File: config.mk
export PLATFORM = sky130hd
export DESIGN_NAME = chunk_row_start
export DESIGN_NICKNAME = d
export VERILOG_FILES = /design/src/common/tau_cfg_pkg.sv /design/src/common/row_walk_pkg.sv /design/src/row_walk/row_addr_clamp.sv /design/src/row_walk/row_counter.sv /design/src/verilog/chunk_row_start.sv /design/src/verilog/row_cmd_decode.sv
export SDC_FILE = /design/constraint.sdc
export NUM_CORES = 1
export LEC_CHECK = 0
export BUFFER_PORTS_ARGS = -buffer_cell sky130_fd_sc_hd__buf_4
export CAP_MARGIN = 15
export CORE_UTILIZATION = 65
export CTS_CLUSTER_DIAMETER = 150
export DETAILED_ROUTE_END_ITERATION = 16
export MAX_ROUTING_LAYER = met4
export PLACE_DENSITY = 0.85
export SLEW_MARGIN = 25
export SYNTH_ARGS = -nofsm -noshare
export SYNTH_HDL_FRONTEND = slang
export SYNTH_HIERARCHICAL = 1
export SYNTH_SLANG_ARGS = --single-unit
File: constraint.sdc
create_clock -name i_clk -period 22.6 [get_ports i_clk]
set_input_delay 1.13 -clock i_clk [delete_from_list [all_inputs] [get_ports i_clk]]
set_output_delay 1.13 -clock i_clk [all_outputs]
set_load 0.05 [all_outputs]
File: src/common/tau_cfg_pkg.sv
//==========================================================================
// Fixed geometry for the row start generator
// DIM is the full chunk rank and the innermost dimension is the row itself
// Widths are project wide and no module overrides them
//==========================================================================

package tau_cfg_pkg;

	//==========================================================================
	// Chunk geometry
	//==========================================================================

	// Number of chunk dimensions, innermost one included
	localparam int DIM = 3;

	// Dimensions walked row by row
	localparam int ROW_DIM = DIM - 1;

	//==========================================================================
	// Widths
	//==========================================================================

	// Global address width, offsets and bounds share it
	localparam int GLOBAL_ADDR_BW = 16;

	// Elements per vector word
	localparam int VSIZE = 8;

	// Pad code selects a position inside one vector word
	localparam int V_BW = $clog2(VSIZE);

endpackage

File: src/common/row_walk_pkg.sv
//==========================================================================
// Types shared by the decode, counter and result stages
// Addresses are plain vectors, signed only where the result stage clamps
//==========================================================================

package row_walk_pkg;

	//==========================================================================
	// Data types
	//==========================================================================

	// Address, offset, bound or row index
	typedef logic [tau_cfg_pkg::GLOBAL_ADDR_BW-1:0] gaddr_t;

	// Pad code at a chunk edge
	typedef logic [tau_cfg_pkg::V_BW-1:0] pad_t;

	// One flag per walked dimension
	typedef logic [tau_cfg_pkg::ROW_DIM-1:0] dim_flags_t;

	//==========================================================================
	// State machines
	//==========================================================================

	// Command buffer
	// HOLD means a second command waits behind the active one
	typedef enum logic [1:0] {
		DEC_IDLE = 2'd0,
		DEC_HOLD = 2'd1,
		DEC_BUSY = 2'd2
	} decode_state_e;

	// Row walker
	typedef enum logic {
		WALK_IDLE = 1'b0,
		WALK_RUN  = 1'b1
	} walk_state_e;

endpackage

File: src/row_walk/row_addr_clamp.sv
//==========================================================================
// Row start address with edge clamp and pad selection
// Offsets and bounds come in address units, no scaling is done here
// One entry output register, refilled in the cycle it drains
//==========================================================================

`timescale 1ns/10ps

module row_addr_clamp (
	input  logic                     i_clk,
	input  logic                     i_rst_n,
	input  logic                     i_step_rdy,
	output logic                     o_step_ack,
	input  row_walk_pkg::gaddr_t     i_step_idx    [tau_cfg_pkg::ROW_DIM],
	input  row_walk_pkg::dim_flags_t i_step_at_end,
	input  logic                     i_step_islast,
	input  row_walk_pkg::gaddr_t     i_mofs        [tau_cfg_pkg::DIM],
	input  row_walk_pkg::gaddr_t     i_mbound      [tau_cfg_pkg::DIM],
	input  row_walk_pkg::pad_t       i_mpad        [tau_cfg_pkg::DIM],
	input  row_walk_pkg::gaddr_t     i_maddr,
	output logic                     o_row_rdy,
	input  logic                     i_row_ack,
	output row_walk_pkg::gaddr_t     o_row_linear,
	output logic                     o_row_islast,
	output row_walk_pkg::pad_t       o_row_pad
);

	//==========================================================================
	// Internal signals
	//==========================================================================

	row_walk_pkg::gaddr_t row_sum   [tau_cfg_pkg::ROW_DIM];
	row_walk_pkg::gaddr_t row_clamp [tau_cfg_pkg::ROW_DIM];
	row_walk_pkg::gaddr_t linear_nxt;
	row_walk_pkg::pad_t   pad_nxt;
	logic row_valid;
	logic step_xfer;

	//==========================================================================
	// Clamp and linearize
	//==========================================================================

	// Per dimension
	// negative sum clamps to zero
	// sum at or past the bound clamps to the last full row start
	always_comb begin
		linear_nxt = i_maddr;
		for (int i = 0; i < tau_cfg_pkg::ROW_DIM; i++) begin
			row_sum[i] = i_step_idx[i] + i_mofs[i];
			if (row_sum[i][tau_cfg_pkg::GLOBAL_ADDR_BW-1]) begin
				row_clamp[i] = '0;
			end else if ($signed(row_sum[i]) >= $signed(i_mbound[i])) begin
				row_clamp[i] = i_mbound[i] - i_mbound[i+1];
			end else begin
				row_clamp[i] = row_sum[i];
			end
			// Accumulate into the base address
			linear_nxt = linear_nxt + row_clamp[i];
		end
	end

	//==========================================================================
	// Pad select
	//==========================================================================

	// OR of pads over dimensions sitting at their end
	// Routing is reversed, walked dimension i picks mpad[DIM-1-i]
	always_comb begin
		pad_nxt = '0;
		for (int i = 0; i < tau_cfg_pkg::ROW_DIM; i++) begin
			if (i_step_at_end[i]) begin
				pad_nxt = pad_nxt | i_mpad[tau_cfg_pkg::DIM-1-i];
			end
		end
	end

	//==========================================================================
	// Output register
	//==========================================================================

	// Take a step when empty or when the current row leaves this cycle
	assign o_step_ack = !row_valid || i_row_ack;
	assign step_xfer = i_step_rdy && o_step_ack;
	assign o_row_rdy = row_valid;

	always_ff @(posedge i_clk or negedge i_rst_n) begin
		if (!i_rst_n) begin
			row_valid <= 1'b0;
		end else if (step_xfer) begin
			row_valid <= 1'b1;
		end else if (i_row_ack) begin
			row_valid <= 1'b0;
		end
	end

	// Row data holds while the sink stalls
	always_ff @(posedge i_clk) begin
		if (step_xfer) begin
			o_row_linear <= linear_nxt;
			o_row_islast <= i_step_islast;
			o_row_pad <= pad_nxt;
		end
	end

endmodule

File: src/row_walk/row_counter.sv
//==========================================================================
// Nested row counters over the walked dimensions
// Each end must be a multiple of its stride and every stride nonzero
// Job fields are read live, the job port holds them until the ack
//==========================================================================

`timescale 1ns/10ps

module row_counter (
	input  logic                     i_clk,
	input  logic                     i_rst_n,
	input  logic                     i_job_rdy,
	output logic                     o_job_ack,
	input  row_walk_pkg::gaddr_t     i_job_end    [tau_cfg_pkg::ROW_DIM],
	input  row_walk_pkg::gaddr_t     i_job_stride [tau_cfg_pkg::ROW_DIM],
	output logic                     o_step_rdy,
	input  logic                     i_step_ack,
	output row_walk_pkg::gaddr_t     o_step_idx   [tau_cfg_pkg::ROW_DIM],
	output row_walk_pkg::dim_flags_t o_step_at_end,
	output logic                     o_step_islast
);

	//==========================================================================
	// Internal signals
	//==========================================================================

	row_walk_pkg::walk_state_e state;
	logic job_done;
	logic job_start;
	logic step_xfer;
	logic carry;
	row_walk_pkg::gaddr_t idx_nxt [tau_cfg_pkg::ROW_DIM];

	assign o_step_rdy = (state == row_walk_pkg::WALK_RUN);
	assign step_xfer = o_step_rdy && i_step_ack;

	// Pulse one cycle after the last step
	assign o_job_ack = job_done;

	// Same job is still offered during the ack cycle, so skip it
	assign job_start = (state == row_walk_pkg::WALK_IDLE) && i_job_rdy && !job_done;

	//==========================================================================
	// Edge flags
	//==========================================================================

	always_comb begin
		for (int i = 0; i < tau_cfg_pkg::ROW_DIM; i++) begin
			o_step_at_end[i] = (o_step_idx[i] == i_job_end[i]);
		end
	end

	// Last row once every walked dimension sits at its end
	assign o_step_islast = &o_step_at_end;

	//==========================================================================
	// Next index
	//==========================================================================

	// Carry ripples from the innermost walked dimension outward
	// A dimension at its end wraps to zero and passes the carry on
	always_comb begin
		carry = 1'b1;
		for (int i = tau_cfg_pkg::ROW_DIM - 1; i >= 0; i--) begin
			if (!carry) begin
				idx_nxt[i] = o_step_idx[i];
			end else if (o_step_at_end[i]) begin
				idx_nxt[i] = '0;
			end else begin
				idx_nxt[i] = o_step_idx[i] + i_job_stride[i];
				carry = 1'b0;
			end
		end
	end

	//==========================================================================
	// Walk FSM
	//==========================================================================

	always_ff @(posedge i_clk or negedge i_rst_n) begin
		if (!i_rst_n) begin
			state <= row_walk_pkg::WALK_IDLE;
			job_done <= 1'b0;
			for (int i = 0; i < tau_cfg_pkg::ROW_DIM; i++) begin
				o_step_idx[i] <= '0;
			end
		end else begin
			job_done <= 1'b0;
			case (state)
				row_walk_pkg::WALK_IDLE: begin
					if (job_start) begin
						state <= row_walk_pkg::WALK_RUN;
						for (int i = 0; i < tau_cfg_pkg::ROW_DIM; i++) begin
							o_step_idx[i] <= '0;
						end
					end
				end
				row_walk_pkg::WALK_RUN: begin
					// Stall while the result stage holds off
					if (step_xfer) begin
						if (o_step_islast) begin
							state <= row_walk_pkg::WALK_IDLE;
							job_done <= 1'b1;
						end else begin
							o_step_idx <= idx_nxt;
						end
					end
				end
				default: state <= row_walk_pkg::WALK_IDLE;
			endcase
		end
	end

endmodule

File: src/verilog/chunk_row_start.sv
//==========================================================================
// Row start generator for one tensor chunk per command
// Two cycles from command accept to the first row without back pressure
// Then one row per cycle while the sink acks
//==========================================================================

`timescale 1ns/10ps

module chunk_row_start (
	input  logic                 i_clk,
	input  logic                 i_rst_n,
	// Command port
	input  logic                 i_cmd_rdy,
	output logic                 o_cmd_ack,
	input  row_walk_pkg::gaddr_t i_mofs   [tau_cfg_pkg::DIM],
	input  row_walk_pkg::pad_t   i_mpad   [tau_cfg_pkg::DIM],
	input  row_walk_pkg::gaddr_t i_mbound [tau_cfg_pkg::DIM],
	input  row_walk_pkg::gaddr_t i_mlast  [tau_cfg_pkg::DIM],
	input  row_walk_pkg::gaddr_t i_maddr,
	// Row port
	output logic                 o_row_rdy,
	input  logic                 i_row_ack,
	output row_walk_pkg::gaddr_t o_row_linear,
	output logic                 o_row_islast,
	output row_walk_pkg::pad_t   o_row_pad
);

	//==========================================================================
	// Stage links
	//==========================================================================

	// Decode to counter
	logic job_rdy, job_ack;
	row_walk_pkg::gaddr_t job_end    [tau_cfg_pkg::ROW_DIM];
	row_walk_pkg::gaddr_t job_stride [tau_cfg_pkg::ROW_DIM];

	// Job fields used by the result stage
	row_walk_pkg::gaddr_t job_mofs   [tau_cfg_pkg::DIM];
	row_walk_pkg::gaddr_t job_mbound [tau_cfg_pkg::DIM];
	row_walk_pkg::pad_t   job_mpad   [tau_cfg_pkg::DIM];
	row_walk_pkg::gaddr_t job_maddr;

	// Counter to result
	logic step_rdy, step_ack;
	row_walk_pkg::gaddr_t step_idx [tau_cfg_pkg::ROW_DIM];
	row_walk_pkg::dim_flags_t step_at_end;
	logic step_islast;

	//==========================================================================
	// Stages
	//==========================================================================

	row_cmd_decode row_cmd_decode_inst (
		.i_clk        (i_clk),
		.i_rst_n      (i_rst_n),
		.i_cmd_rdy    (i_cmd_rdy),
		.o_cmd_ack    (o_cmd_ack),
		.i_mofs       (i_mofs),
		.i_mpad       (i_mpad),
		.i_mbound     (i_mbound),
		.i_mlast      (i_mlast),
		.i_maddr      (i_maddr),
		.o_job_rdy    (job_rdy),
		.i_job_ack    (job_ack),
		.o_job_end    (job_end),
		.o_job_stride (job_stride),
		.o_job_mofs   (job_mofs),
		.o_job_mbound (job_mbound),
		.o_job_mpad   (job_mpad),
		.o_job_maddr  (job_maddr)
	);

	// Job stays offered for the whole walk
	row_counter row_counter_inst (
		.i_clk         (i_clk),
		.i_rst_n       (i_rst_n),
		.i_job_rdy     (job_rdy),
		.o_job_ack     (job_ack),
		.i_job_end     (job_end),
		.i_job_stride  (job_stride),
		.o_step_rdy    (step_rdy),
		.i_step_ack    (step_ack),
		.o_step_idx    (step_idx),
		.o_step_at_end (step_at_end),
		.o_step_islast (step_islast)
	);

	row_addr_clamp row_addr_clamp_inst (
		.i_clk         (i_clk),
		.i_rst_n       (i_rst_n),
		.i_step_rdy    (step_rdy),
		.o_step_ack    (step_ack),
		.i_step_idx    (step_idx),
		.i_step_at_end (step_at_end),
		.i_step_islast (step_islast),
		.i_mofs        (job_mofs),
		.i_mbound      (job_mbound),
		.i_mpad        (job_mpad),
		.i_maddr       (job_maddr),
		.o_row_rdy     (o_row_rdy),
		.i_row_ack     (i_row_ack),
		.o_row_linear  (o_row_linear),
		.o_row_islast  (o_row_islast),
		.o_row_pad     (o_row_pad)
	);

endmodule

File: src/verilog/row_cmd_decode.sv
//==========================================================================
// Two slot command buffer in front of the row walker
// The active slot stays on the job port until the walker acks it
// A second command is held and issued right after that ack
//==========================================================================

`timescale 1ns/10ps

module row_cmd_decode (
	input  logic                 i_clk,
	input  logic                 i_rst_n,
	input  logic                 i_cmd_rdy,
	output logic                 o_cmd_ack,
	input  row_walk_pkg::gaddr_t i_mofs       [tau_cfg_pkg::DIM],
	input  row_walk_pkg::pad_t   i_mpad       [tau_cfg_pkg::DIM],
	input  row_walk_pkg::gaddr_t i_mbound     [tau_cfg_pkg::DIM],
	input  row_walk_pkg::gaddr_t i_mlast      [tau_cfg_pkg::DIM],
	input  row_walk_pkg::gaddr_t i_maddr,
	output logic                 o_job_rdy,
	input  logic                 i_job_ack,
	output row_walk_pkg::gaddr_t o_job_end    [tau_cfg_pkg::ROW_DIM],
	output row_walk_pkg::gaddr_t o_job_stride [tau_cfg_pkg::ROW_DIM],
	output row_walk_pkg::gaddr_t o_job_mofs   [tau_cfg_pkg::DIM],
	output row_walk_pkg::gaddr_t o_job_mbound [tau_cfg_pkg::DIM],
	output row_walk_pkg::pad_t   o_job_mpad   [tau_cfg_pkg::DIM],
	output row_walk_pkg::gaddr_t o_job_maddr
);

	//==========================================================================
	// Internal signals
	//==========================================================================

	row_walk_pkg::decode_state_e state, state_nxt;
	logic init_done;
	logic cmd_xfer, job_xfer;
	logic act_from_cmd, act_from_hold, hold_load;

	// Row end and stride of the incoming command
	row_walk_pkg::gaddr_t cmd_end    [tau_cfg_pkg::ROW_DIM];
	row_walk_pkg::gaddr_t cmd_stride [tau_cfg_pkg::ROW_DIM];

	// Pending slot
	row_walk_pkg::gaddr_t hold_end    [tau_cfg_pkg::ROW_DIM];
	row_walk_pkg::gaddr_t hold_stride [tau_cfg_pkg::ROW_DIM];
	row_walk_pkg::gaddr_t hold_mofs   [tau_cfg_pkg::DIM];
	row_walk_pkg::gaddr_t hold_mbound [tau_cfg_pkg::DIM];
	row_walk_pkg::pad_t   hold_mpad   [tau_cfg_pkg::DIM];
	row_walk_pkg::gaddr_t hold_maddr;

	// Reshape
	// Walked dimension i ends at mlast[i] and steps by the next bound
	always_comb begin
		for (int i = 0; i < tau_cfg_pkg::ROW_DIM; i++) begin
			cmd_end[i] = i_mlast[i];
			cmd_stride[i] = i_mbound[i+1];
		end
	end

	// Ack opens one cycle after reset and closes while both slots are full
	assign o_cmd_ack = init_done && (state != row_walk_pkg::DEC_HOLD);
	assign o_job_rdy = (state != row_walk_pkg::DEC_IDLE);
	assign cmd_xfer = i_cmd_rdy && o_cmd_ack;
	assign job_xfer = o_job_rdy && i_job_ack;

	//==========================================================================
	// Slot control
	//==========================================================================

	always_comb begin
		state_nxt = state;
		act_from_cmd = 1'b0;
		act_from_hold = 1'b0;
		hold_load = 1'b0;
		case (state)
			row_walk_pkg::DEC_IDLE: begin
				if (cmd_xfer) begin
					act_from_cmd = 1'b1;
					state_nxt = row_walk_pkg::DEC_BUSY;
				end
			end
			row_walk_pkg::DEC_BUSY: begin
				// Release and new command together, new one goes straight to active
				if (cmd_xfer && job_xfer) begin
					act_from_cmd = 1'b1;
				end else if (cmd_xfer) begin
					hold_load = 1'b1;
					state_nxt = row_walk_pkg::DEC_HOLD;
				end else if (job_xfer) begin
					state_nxt = row_walk_pkg::DEC_IDLE;
				end
			end
			row_walk_pkg::DEC_HOLD: begin
				if (job_xfer) begin
					act_from_hold = 1'b1;
					state_nxt = row_walk_pkg::DEC_BUSY;
				end
			end
			default: state_nxt = row_walk_pkg::DEC_IDLE;
		endcase
	end

	always_ff @(posedge i_clk or negedge i_rst_n) begin
		if (!i_rst_n) begin
			state <= row_walk_pkg::DEC_IDLE;
			init_done <= 1'b0;
		end else begin
			state <= state_nxt;
			init_done <= 1'b1;
		end
	end

	//==========================================================================
	// Slot payload
	//==========================================================================

	always_ff @(posedge i_clk) begin
		if (hold_load) begin
			hold_end <= cmd_end;
			hold_stride <= cmd_stride;
			hold_mofs <= i_mofs;
			hold_mbound <= i_mbound;
			hold_mpad <= i_mpad;
			hold_maddr <= i_maddr;
		end
		// Active slot drives the job port directly
		if (act_from_cmd) begin
			o_job_end <= cmd_end;
			o_job_stride <= cmd_stride;
			o_job_mofs <= i_mofs;
			o_job_mbound <= i_mbound;
			o_job_mpad <= i_mpad;
			o_job_maddr <= i_maddr;
		end else if (act_from_hold) begin
			o_job_end <= hold_end;
			o_job_stride <= hold_stride;
			o_job_mofs <= hold_mofs;
			o_job_mbound <= hold_mbound;
			o_job_mpad <= hold_mpad;
			o_job_maddr <= hold_maddr;
		end
	end

endmodule
Word level (Yosys, flattened, before mapping):

Cells that the tools add are included.

* flip-flop bits (word level): 374
* bits of input ports: 173
* output and inout port bits: 22
* word-level logic and storage cells: 124

* add/sub/neg operators: 8
* order comparisons: 2
* equality and inequality tests: 13
* multiplexer cells: 48
* bitwise gates (word level): 2
* reduce and logical (&&, ||, !) cells: 18

Operators by type and width (number)
* 2-to-1 mux 32 bit: 7
* 2-to-1 mux 48 bit: 4
* 2-to-1 mux 16 bit: 9
* adder 16 bit: 6
* one-hot mux 32 bit (2 select lines): 1
* == test 16 bit: 2
* greater-or-equal comparator 16 bit: 2
* subtractor 16 bit: 2
* 2-to-1 mux 1 bit: 15
* 2-to-1 mux 6 bit: 2
* 2-to-1 mux 2 bit: 5
* inequality test 2 x 1 -> 1 bit (second input constant): 5
* AND reduction 4 bit: 2
* logical AND 1 bit: 7
* 2-to-1 mux 3 bit: 2
* inequality test 2 bit (second input constant): 3
* one-hot mux 2 bit (3 select lines): 1
* nonzero test 2 bit: 3
* one-hot mux 1 bit (2 select lines): 2
* inequality test 3 x 1 -> 1 bit (second input constant): 1
* bitwise OR 3 bit: 1
* AND reduction 3 bit: 1
* == test 2 x 1 -> 1 bit (second input constant): 1
* == test 2 bit (second input constant): 1
* other kinds (5): 6

Logic depth before layout (Yosys ltp):

Gate-level depths: netlist of the first run.

* depth in word-level cells: 7
* mapped depth: 33
* depth with buffers taken out: 33

Cells and area by module:

Netlist of the first run, hierarchy kept.

By module, submodules not included
* row_cmd_decode: times used 1, cells an instance 524, area an instance 11755.0 µm², sequential area each 9263.9 µm²
* row_addr_clamp: times used 1, cells an instance 704, area an instance 5616.6 µm², sequential area each 625.6 µm²
* row_counter: times used 1, cells an instance 358, area an instance 3071.7 µm², sequential area each 850.8 µm²

Worst setup path before layout of the first run:

Ideal clock, no wire load.

* path type: input port to flip-flop
* start point: input i_cmd_rdy
* end point: register row_cmd_decode_inst.state[0]
* library setup time: 0.145 ns
* data arrival time: 12.413 ns
* data required time: 22.455 ns
* slack: 10.042 ns
* stages on the path: 3
* cells stage by stage: nand2_1 > nor3_1 > o21bai_1

* longest elaborated chain between the ends: 4
* elaborated cells between the ends (all ways): 9

RTL lines
* from (decl): RTL line chunk_row_start.sv:13 `input logic i_cmd_rdy,`
* logical AND 1 bit *: RTL line row_cmd_decode.sv:62 `assign cmd_xfer = i_cmd_rdy && o_cmd_ack;`
* 2-to-1 mux 2 bit or logical AND 1 bit (tied branches): RTL line row_cmd_decode.sv:85, row_cmd_decode.sv:83
* 2-to-1 mux 2 bit or inequality test 2 bit (tied branches)
* one-hot mux 2 bit (3 select lines) or AND reduction 4 bit (tied branches)
* to (signal assigned): RTL line row_cmd_decode.sv:104 `state <= row_walk_pkg::DEC_IDLE;`
* to (signal assigned): RTL line row_cmd_decode.sv:107 `state <= state_nxt;`
* to (decl): RTL line row_cmd_decode.sv:33 `row_walk_pkg::decode_state_e state, state_nxt;`

Every way passes the cells marked *; elsewhere a longest branch is shown, timed or not. The select of a mux whose other input is x is not followed.
A chain may end at the register's enable or synchronous reset.

Final worst setup path of the first run:

* start point: register row_counter_inst/o_step_idx[22] (netlist name)
* end point: register row_addr_clamp_inst.o_row_linear[15], data pin

* longest elaborated chain between the ends: 6

RTL lines
* from (decl): RTL line row_counter.sv:18 `output row_walk_pkg::gaddr_t o_step_idx [tau_cfg_pkg::ROW_DIM],`
* from (signal assigned): RTL line row_counter.sv:105 `o_step_idx <= idx_nxt;`
* adder 16 bit *: RTL line row_addr_clamp.sv:49 `row_sum[i] = i_step_idx[i] + i_mofs[i];`
* greater-or-equal comparator 16 bit: RTL line row_addr_clamp.sv:52 `end else if ($signed(row_sum[i]) >= $signed(i_mbound[i])) begin`
* 2-to-1 mux 16 bit: RTL line row_addr_clamp.sv:52
* 2-to-1 mux 16 bit *: RTL line row_addr_clamp.sv:50 `if (row_sum[i][tau_cfg_pkg::GLOBAL_ADDR_BW-1]) begin`
* adder 16 bit * (2 in a row): RTL line row_addr_clamp.sv:58 `linear_nxt = linear_nxt + row_clamp[i];`
* net row_addr_clamp_inst.linear_nxt[15]: RTL line row_addr_clamp.sv:34 `row_walk_pkg::gaddr_t linear_nxt;`
* to (signal assigned): RTL line row_addr_clamp.sv:99 `o_row_linear <= linear_nxt;`
* to (decl): RTL line row_addr_clamp.sv:23 `output row_walk_pkg::gaddr_t o_row_linear,`

The timed path passes the listed nets; every way through them passes the cells marked *.

==> results.ini, run 1 <==
[run_status]
outcome = finished, final reports clean

[power]
powerDensity_nw_per_um2 = 135
combPwrFrac = 0.499
p_sw_uw = 1130
swShare = 0.394
clkPwrFrac = 0.191
p_int_uw = 1740
leakage_uw = 0.00872
power.total_uw = 2880
vdd_drop_max_uv = 89.7
seqPwrFrac = 0.310

[cts]
ctsHtreeMaxLevel = 2
cts_tree = done
cts_resized = 0
postCtsSetupRepairBufs = 0
ctsHoldBuffers = 0
clk_latency_ns = 0.53
numCtsBuffers = 35
clkTransAtPathRegs_ns = 0.06
cts.path.max_buffers = 3
cts_root_buffer = clkbuf_16
clock-sinks = 326

[critical_path]
critPathKind = reg -> reg
worst_path_most_repeated_cell = ha_1
critPathMaxStageDelay_ns = 0.65
required_ns = 22.85
cp_slowest_cell = a211oi_1
critPathLaunchType = flop
endpoint_kind = flop
r2r_slack_ns = 14.79
critical_path.max_fanout = 27
cp.arrival_ns = 8.06

[global_route]
grt_pass1_vias = 12300
grt_usage = 0.297
grt_max_degree = 135
overflow = 0
grt_first_pass_wirelength_mm = 67.1
antenna_found_initial = 0

[layout]
final_common_cell = edfxtp_1
layout-drive-gt1-share = 0.219
area_growth_pct = 12.3
layout.nets = 1996
n_antenna_cell = 0
fillers = 1915
final_cell_mix = 288 x edfxtp_1, 164 x buf_4, 136 x ha_1

[route]
routedWlPerCell_um = 20.6
drcViolationCount = 0
drtIter0Drc = 1006
wl_mm = 42.8
antenna_left = 0
num_vias = 12500
avgViaCountPerCell = 6.02
dr.pass1.iters = 7

[floorplan]
fp.dieW_um = 173
initial_core_util = 0.662
rows = 62
core_um2 = 28700
ios = 195
fp.dieH_um = 173
die-area_um2 = 29900

[sta]
fin_tns_setup_ns = 0
rsz0062_at_grt = false
slew_viol_final = 0
hold_ws_ns = 0.528
relSlewSlack = 0.338
period_minus_slack_ns = 7.81
period_share = 0.346
tightest_slew_ns = 0.992
skew_ns = 0.0238
max_freq_mhz = 128
setup-violations-final = 0
hold_violations = 0

[placement]
dpl.hpwl_mm = 31.0
globalplace.congestion = 0.975
port_buffers = 159

[logic_synthesis]
syn_inst = 1528
ys_warn_count = 6
avgSynthCellArea_um2 = 12.4
netlist_area_um2 = 19000
syn_nets = 1859

[run]
max_cap_viol_count = 0

[hold_path]
min_path_type = reg -> reg

==> path summary, 6_finish.rpt <==
kind,startpoint,endpoint,cells past startpoint
worst min register to register,row_counter_inst/o_job_ack,row_cmd_decode_inst/state[0],1
min in group asynchronous,i_rst_n,row_counter_inst/o_step_idx[6],1
max in group asynchronous,i_rst_n,row_counter_inst/o_step_rdy,1
worst max-delay path,row_counter_inst/o_step_idx[22],row_addr_clamp_inst/o_row_linear[15],30
worst max register to register,row_counter_inst/o_step_idx[22],row_addr_clamp_inst/o_row_linear[15],30
worst min-delay path,row_counter_inst/o_job_ack,row_cmd_decode_inst/state[0],1
==> metal layers <==
| layer | global-route usage | part of all wire | vias up |
|---|---|---|---|
| li1 | - | - | 5909 |
| met1 | 0.407 | 0.44 | 5997 |
| met2 | 0.476 | 0.47 | 493 |
| met3 | 0.0363 | 0.066 | 66 |
| met4 | 0.0734 | 0.021 | 0 |
| met5 | - | 0 | - |
==> power groups by stage <==
stage | sequential, uW | clock [uW] | combinational (uW)
global route | 898 | 579 | 1590
detailed placement | 901 | 0 | 1400
CTS | 891 | 559 | 1420
floorplan | 931 | 0 | 1060
global placement | 899 | 0 | 1350
finish | 892 | 549 | 1440
==> metrics by stage <==
stage               worst slack [ns]  utilization  std cells  cell area (um^2)
floorplan                      11.41            -       1528             19000
global placement               15.02        0.706       2012             20300
detailed placement             14.88        0.706       2012             20300
CTS                            14.86        0.743       2071             21300
global route                   14.25        0.744       2071             21300
finish                         14.79        0.744       2071             21300
==> cell type report <==
type	instances	area, um^2	area share
clock buffer	40	895	0.0419
timing repair buffer	166	1260	0.0592
tap	384	480	0.0225
clock inverter	19	188	0.00879
multi-input combinational	1038	8550	0.401
sequential	326	9600	0.450
inverter	98	368	0.0172
==> flip-flops by register name (all words and copies together), names as in the netlist, 2 cells and up <==
register	cells
row_cmd_decode_inst/o_job_mofs	32
row_cmd_decode_inst/o_job_mpad	6
row_cmd_decode_inst/o_job_maddr	16
row_cmd_decode_inst/hold_end	32
row_addr_clamp_inst/o_row_linear	16
row_cmd_decode_inst/hold_mbound	48
row_addr_clamp_inst/o_row_pad	3
row_cmd_decode_inst/hold_mofs	32
row_cmd_decode_inst/state	2
row_cmd_decode_inst/hold_maddr	16
row_cmd_decode_inst/hold_mpad	6
row_counter_inst/o_step_idx	32
row_cmd_decode_inst/o_job_stride	30
row_cmd_decode_inst/o_job_mbound	18
row_cmd_decode_inst/o_job_end	32
==> critical path: cells and delay by family, from the launching register on <==
family	cells	cell delay, ns
buf+inv	2	0.42
xor+xnor	3	0.86
compound gates	15	3.56
fa+ha+maj	5	1.78
flops	1	0.50
simple gates	5	0.42
Note: power is estimated with default switching activity, not from simulation.
==> run 2: changes to the inputs <==
--- a/config.mk
+++ b/config.mk
@@ -7,11 +7,11 @@
 export LEC_CHECK = 0
 export BUFFER_PORTS_ARGS = -buffer_cell sky130_fd_sc_hd__buf_4
 export CAP_MARGIN = 15
-export CORE_UTILIZATION = 65
+export CORE_UTILIZATION = 55
 export CTS_CLUSTER_DIAMETER = 150
 export DETAILED_ROUTE_END_ITERATION = 16
 export MAX_ROUTING_LAYER = met4
-export PLACE_DENSITY = 0.85
+export PLACE_DENSITY = 0.77
 export SLEW_MARGIN = 25
 export SYNTH_ARGS = -nofsm -noshare
 export SYNTH_HDL_FRONTEND = slang
==> constraint.sdc (replaced) <==
create_clock -name i_clk -period 6.75 [get_ports i_clk]
set_input_delay 0.3375 -clock i_clk [delete_from_list [all_inputs] [get_ports i_clk]]
set_output_delay 0.3375 -clock i_clk [all_outputs]
set_load 0.05 [all_outputs]
==> run 2 against run 1 <==
Sequential cell count stayed put. Register-to-register slack worse by 15 ns. Total power grew to 3.5 times the previous value. Sequential share of layout area is 3.6 points lower. Clock skew is 0.011 ns lower. Clock power grew to 3.1 times the previous value. Largest cell class unchanged. Highest routed layer unchanged.
==> results.ini, run 2 (synthesized netlist as in run 1, its figures left out) <==
[run_status]
outcome = finished, final reports clean

[layout]
layout.nets = 2166
final_cell_mix = 288 x edfxtp_1, 205 x buf_4, 127 x ha_1
final_common_cell = edfxtp_1
layout-drive-gt1-share = 0.247
n_antenna_cell = 0
fin_util = 0.687
area_growth_pct = 22.1
largest_reg_flops = 48
regMostFlops = row_cmd_decode_inst/hold_mbound

[critical_path]
worst_path_most_repeated_cell = a21o_1
required_ns = 7.01
critical_path.max_fanout = 5
endpoint_kind = flop
critPathTopFamily = compound AO/OA/AOI/OAI gates
cp.arrival_ns = 6.82
critPathLaunchType = flop
timing.critical_path.buf_inv = 3
critPathKind = reg -> reg
cp_slowest_cell = fa_1
critPathMaxStageDelay_ns = 0.48

[power]
swShare = 0.393
combPwrFrac = 0.535
p_sw_uw = 3980
clkPwrFrac = 0.170
seqPwrFrac = 0.295
power.total_uw = 10100
powerDensity_nw_per_um2 = 436
vdd_drop_max_uv = 388
p_int_uw = 6150
leakage_uw = 0.00948

[hold_path]
min_path_type = in -> reg

[route]
drtIter0Drc = 813
wl_mm = 45.5
num_vias = 13000
dr.pass1.iters = 5
antenna_left = 0
routedWlPerCell_um = 19.7
drcViolationCount = 0
avgViaCountPerCell = 5.62

[global_route]
grt_max_degree = 136
grt_first_pass_wirelength_mm = 70.3
antenna_found_initial = 0
grt_pass1_vias = 13000
grt_usage = 0.265
overflow = 0

[sta]
period_share = 0.972
period_minus_slack_ns = 6.56
setup-violations-final = 0
relSlewSlack = 0.354
hold_violations = 0
tightest_slew_ns = 0.969
slew_viol_final = 0
skew_ns = 0.0128
max_freq_mhz = 152

[floorplan]
fp.dieH_um = 188
initial_core_util = 0.563
ios = 195
core_um2 = 33800
fp.dieW_um = 188
die-area_um2 = 35300
rows = 67

[cts]
clkTransAtPathRegs_ns = 0.06
cts.path.max_buffers = 3
cts_tree = done
numCtsBuffers = 34
clock-sinks = 326
clk_latency_ns = 0.53
ctsHtreeMaxLevel = 2
cts_root_buffer = clkbuf_16

[placement]
port_buffers = 159
dpl.hpwl_mm = 32.0
globalplace.congestion = 0.966

[run]
max_cap_viol_count = 0

==> run 2: cell count changes in the layout (fill, tap and decap cells not counted), sizes merged <==
cell and delta:
inv +1, dlygate4sd3 +124, clkinvlp +1, clkbuf +2
buf +46, bufinv -3, clkinv -1
==> run 2: final timing paths <==
kind / cells after the start / slack, ns / to / from
worst min-delay path: 1 / 0.01 / row_cmd_decode_inst/hold_mbound[45] / i_mbound[45]
max in group asynchronous: 2 / 5.99 / row_counter_inst/o_step_idx[19] / i_rst_n
worst max-delay path: 28 / 0.19 / row_addr_clamp_inst/o_row_linear[15] / row_counter_inst/o_step_idx[21]
worst min register to register: 1 / 0.52 / row_cmd_decode_inst/state[0] / row_counter_inst/o_job_ack
min in group asynchronous: 2 / 0.35 / row_counter_inst/o_step_idx[6] / i_rst_n
worst max register to register: 28 / 0.19 / row_addr_clamp_inst/o_row_linear[15] / row_counter_inst/o_step_idx[21]
==> run 2: per-layer routing <==
metal	vias to the layer above	wire length (um)	track usage
li1	6227	-	-
met2	416	21600	0.421
met4	0	1510	0.0954
met1	6225	20100	0.350
met5	-	0	-
met3	92	2280	0.0346
==> run 2: cell type report <==
class / instances / area (um^2)
Multi-Input combinational cell: 1038 / 8750
Sequential cell: 326 / 9600
Tap cell: 448 / 561
Fill cell: 2357 / 10600
Clock inverter: 17 / 120
Inverter: 98 / 368
Timing Repair Buffer: 337 / 2910
Clock buffer: 41 / 887
==> run 2: what timing repair did <==
action | in CTS | in global routing
hold endpoints to repair | 161 | 0
endpoints found under the setup margin | 1 | 4
pin swaps | 1 | 29
hold buffers | 124 | 0
resized for setup | 1 | 52
cloned | 0 | 1
setup buffers | 0 | 7
==> run 2: stage by stage <==
stage / TNS [ns] / std cells / setup slack, ns / hold slack [ns] / cell area, um^2
after global routing: -0.0888 / 2305 / -0.0888 / 0.000499 / 23200
final: 0 / 2305 / 0.188 / 0.0131 / 23200
after CTS: 0 / 2295 / 0.0448 / 0.000643 / 22900
after floorplan: 0 / 1528 / 0.125 / 0.0419 / 19000
after detailed placement: -0.0473 / 2113 / -0.0473 / 0.348 / 20600
after global placement: 0 / 2113 / 0.123 / 0.342 / 20600
==> run 2: power by group through the flow <==
| stage | combinational [uW] | clock [uW] | sequential [uW] |
|---|---|---|---|
| 2_1_floorplan | 3550 | 0 | 3100 |
| 3_3_place_gp | 4930 | 0 | 3010 |
| 3_5_place_dp | 5070 | 0 | 3020 |
| 4_1_cts | 5170 | 1760 | 2980 |
| 5_1_grt | 5970 | 1830 | 3010 |
| 6_report | 5420 | 1720 | 2980 |
==> run 3: changes to the inputs <==
--- a/config.mk
+++ b/config.mk
@@ -11,7 +11,7 @@
 export CTS_CLUSTER_DIAMETER = 150
 export DETAILED_ROUTE_END_ITERATION = 16
 export MAX_ROUTING_LAYER = met4
-export PLACE_DENSITY = 0.77
+export PLACE_DENSITY = 0.76
 export SLEW_MARGIN = 25
 export SYNTH_ARGS = -nofsm -noshare
 export SYNTH_HDL_FRONTEND = slang
==> run 3 against run 2 <==
Register-to-register slack got worse by 0.12 ns. Count of clock-buffer cells in the layout grew 2. Setup slack worse by 0.12 ns. First-iteration DRC count up 17%. Cell count up 1.1%. Non-clock buffer count is 20 higher. Routed wire length up 3.5%. Maximum frequency fell by 1.8%. Via count rose by 1.6%. Critical path depth is 1 higher. Global-route usage is 0.71 points higher. Clock skew rose by 0.015 ns. Critical endpoint unchanged. Largest cell class unchanged.
==> results.ini, run 3 (synthesized netlist as in run 1, its figures left out) <==
[route]
dr.pass1.iters = 6
wl_met2_mm = 22.6
top_layer_used = met4
wl_mm = 47.1
avgViaCountPerCell = 5.65
routedWlPerCell_um = 20.2
wl_met1_mm = 20.5
route.met3.wl_mm = 2.66
drcViolationCount = 0
drtIter0Drc = 955
num_vias = 13200
antenna_left = 0

[layout]
area_growth_pct = 23.5
stdcell_count = 2331
layout.nets = 2188
layout-drive-gt1-share = 0.257
largest_reg_flops = 48
fin_util = 0.695
final_cell_mix = 288 x edfxtp_1, 217 x buf_4, 135 x dlygate4sd3_1
regMostFlops = row_cmd_decode_inst/hold_mbound
n_antenna_cell = 0
final_common_cell = edfxtp_1

[placement]
dpl.hpwl_mm = 32.4
placed_cells = 2105
port_buffers = 159
globalplace.congestion = 0.963

[sta]
max_freq_mhz = 150
period_minus_slack_ns = 6.68
relSlewSlack = 0.384
tightest_slew_ns = 0.925
setup-violations-final = 0
skew_ns = 0.0278
period_share = 0.990
fin_tns_setup_ns = 0
slew_viol_final = 0
hold_violations = 0

[cts]
cts_tree = done
cts.path.max_buffers = 3
cts_root_buffer = clkbuf_16
clkTransAtPathRegs_ns = 0.06
numCtsBuffers = 36
ctsHtreeMaxLevel = 2
clk_latency_ns = 0.56
clock-sinks = 326

[global_route]
overflow = 0
grt_max_degree = 136
grt_usage = 0.272
grt_first_pass_wirelength_mm = 72.1
antenna_found_initial = 0
grt_pass1_vias = 13300

[power]
swShare = 0.393
power.total_uw = 10400
p_int_uw = 6310
p_sw_uw = 4080
vdd_drop_max_uv = 400
seqPwrFrac = 0.287
clkPwrFrac = 0.175
combPwrFrac = 0.539
powerDensity_nw_per_um2 = 442
leakage_uw = 0.00961

[critical_path]
endpoint_kind = flop
critPathTopFamily = compound AO/OA/AOI/OAI gates
timing.critical_path.buf_inv = 2
cp_slowest_cell = fa_1
cp.arrival_ns = 6.96
critical_path.max_fanout = 8
critPathLaunchType = flop
critPathKind = reg -> reg
worst_path_most_repeated_cell = a21o_1
critPathMaxStageDelay_ns = 0.48
required_ns = 7.03

[floorplan]
fp.dieW_um = 188
ios = 195
core_um2 = 33800
initial_core_util = 0.563
die-area_um2 = 35300
rows = 67
fp.dieH_um = 188

[run]
max_cap_viol_count = 0

[run_status]
outcome = finished, final reports clean

[hold_path]
min_path_type = in -> reg

==> run 3: final timing paths <==
| check | start | slack, ns | end | depth (start not counted) |
|---|---|---|---|---|
| setup / recovery | row_cmd_decode_inst/o_job_mofs[38] | 0.07 | row_addr_clamp_inst/o_row_linear[15] | 29 |
| hold / removal | i_row_ack | 0.17 | row_addr_clamp_inst/o_row_rdy | 3 |
| setup reg to reg | row_cmd_decode_inst/o_job_mofs[38] | 0.07 | row_addr_clamp_inst/o_row_linear[15] | 29 |
| hold reg to reg | row_cmd_decode_inst/o_job_mpad[3] | 0.54 | row_addr_clamp_inst/o_row_pad[0] | 1 |
| max in group asynchronous | i_rst_n | 6.02 | row_counter_inst/o_step_idx[21] | 2 |
| min in group asynchronous | i_rst_n | 0.33 | row_counter_inst/o_step_idx[11] | 2 |
==> run 3: what timing repair did <==
action | CTS | global route
pin swaps | 3 | 51
gates resized for setup | 5 | 59
hold endpoints to repair | 172 | 0
setup buffers | 12 | 16
setup endpoints to repair | 1 | 5
hold buffers | 135 | 0
gates cloned | 0 | 1
==> run 3: area by class of cell <==
cell class / count / area, um^2
clock buffer: 43 / 947
clock inverter: 21 / 134
fill: 2299 / 10300
inverter: 98 / 368
multi-input combinational: 1038 / 8820
sequential: 326 / 9610
tap: 448 / 561
timing repair buffer: 357 / 3040
==> run 3: power by group through the flow <==
stage | clock network (uW) | logic (uW) | registers, uW
after global routing | 1920 | 6130 | 3000
after floorplan | 0 | 3550 | 3100
final | 1810 | 5590 | 2970
after detailed placement | 0 | 5010 | 3020
after global placement | 0 | 4830 | 3010
after CTS | 1840 | 5250 | 2980
==> run 3: tightest hold or removal path, delay by kind of cell <==
kind,cells,cell delay (ns)
buf+inv,1,0.08
simple gates,2,0.25
==> run 3: metal layers <==
layer	vias to the layer above	global-route usage
met1	6339	0.355
met4	0	0.0797
met5	-	-
li1	6279	-
met2	462	0.445
met3	83	0.0357
==> run 3: per-stage QoR <==
step | area [um^2] | setup WS (ns) | hold slack, ns
3_3_place_gp | 20600 | 0.132 | 0.347
2_1_floorplan | 19000 | 0.125 | 0.0419
4_1_cts | 23100 | 0.00418 | 0.154
6_report | 23500 | 0.0706 | 0.174
5_1_grt | 23500 | -0.154 | 0.183
3_5_place_dp | 20600 | -0.0926 | 0.352
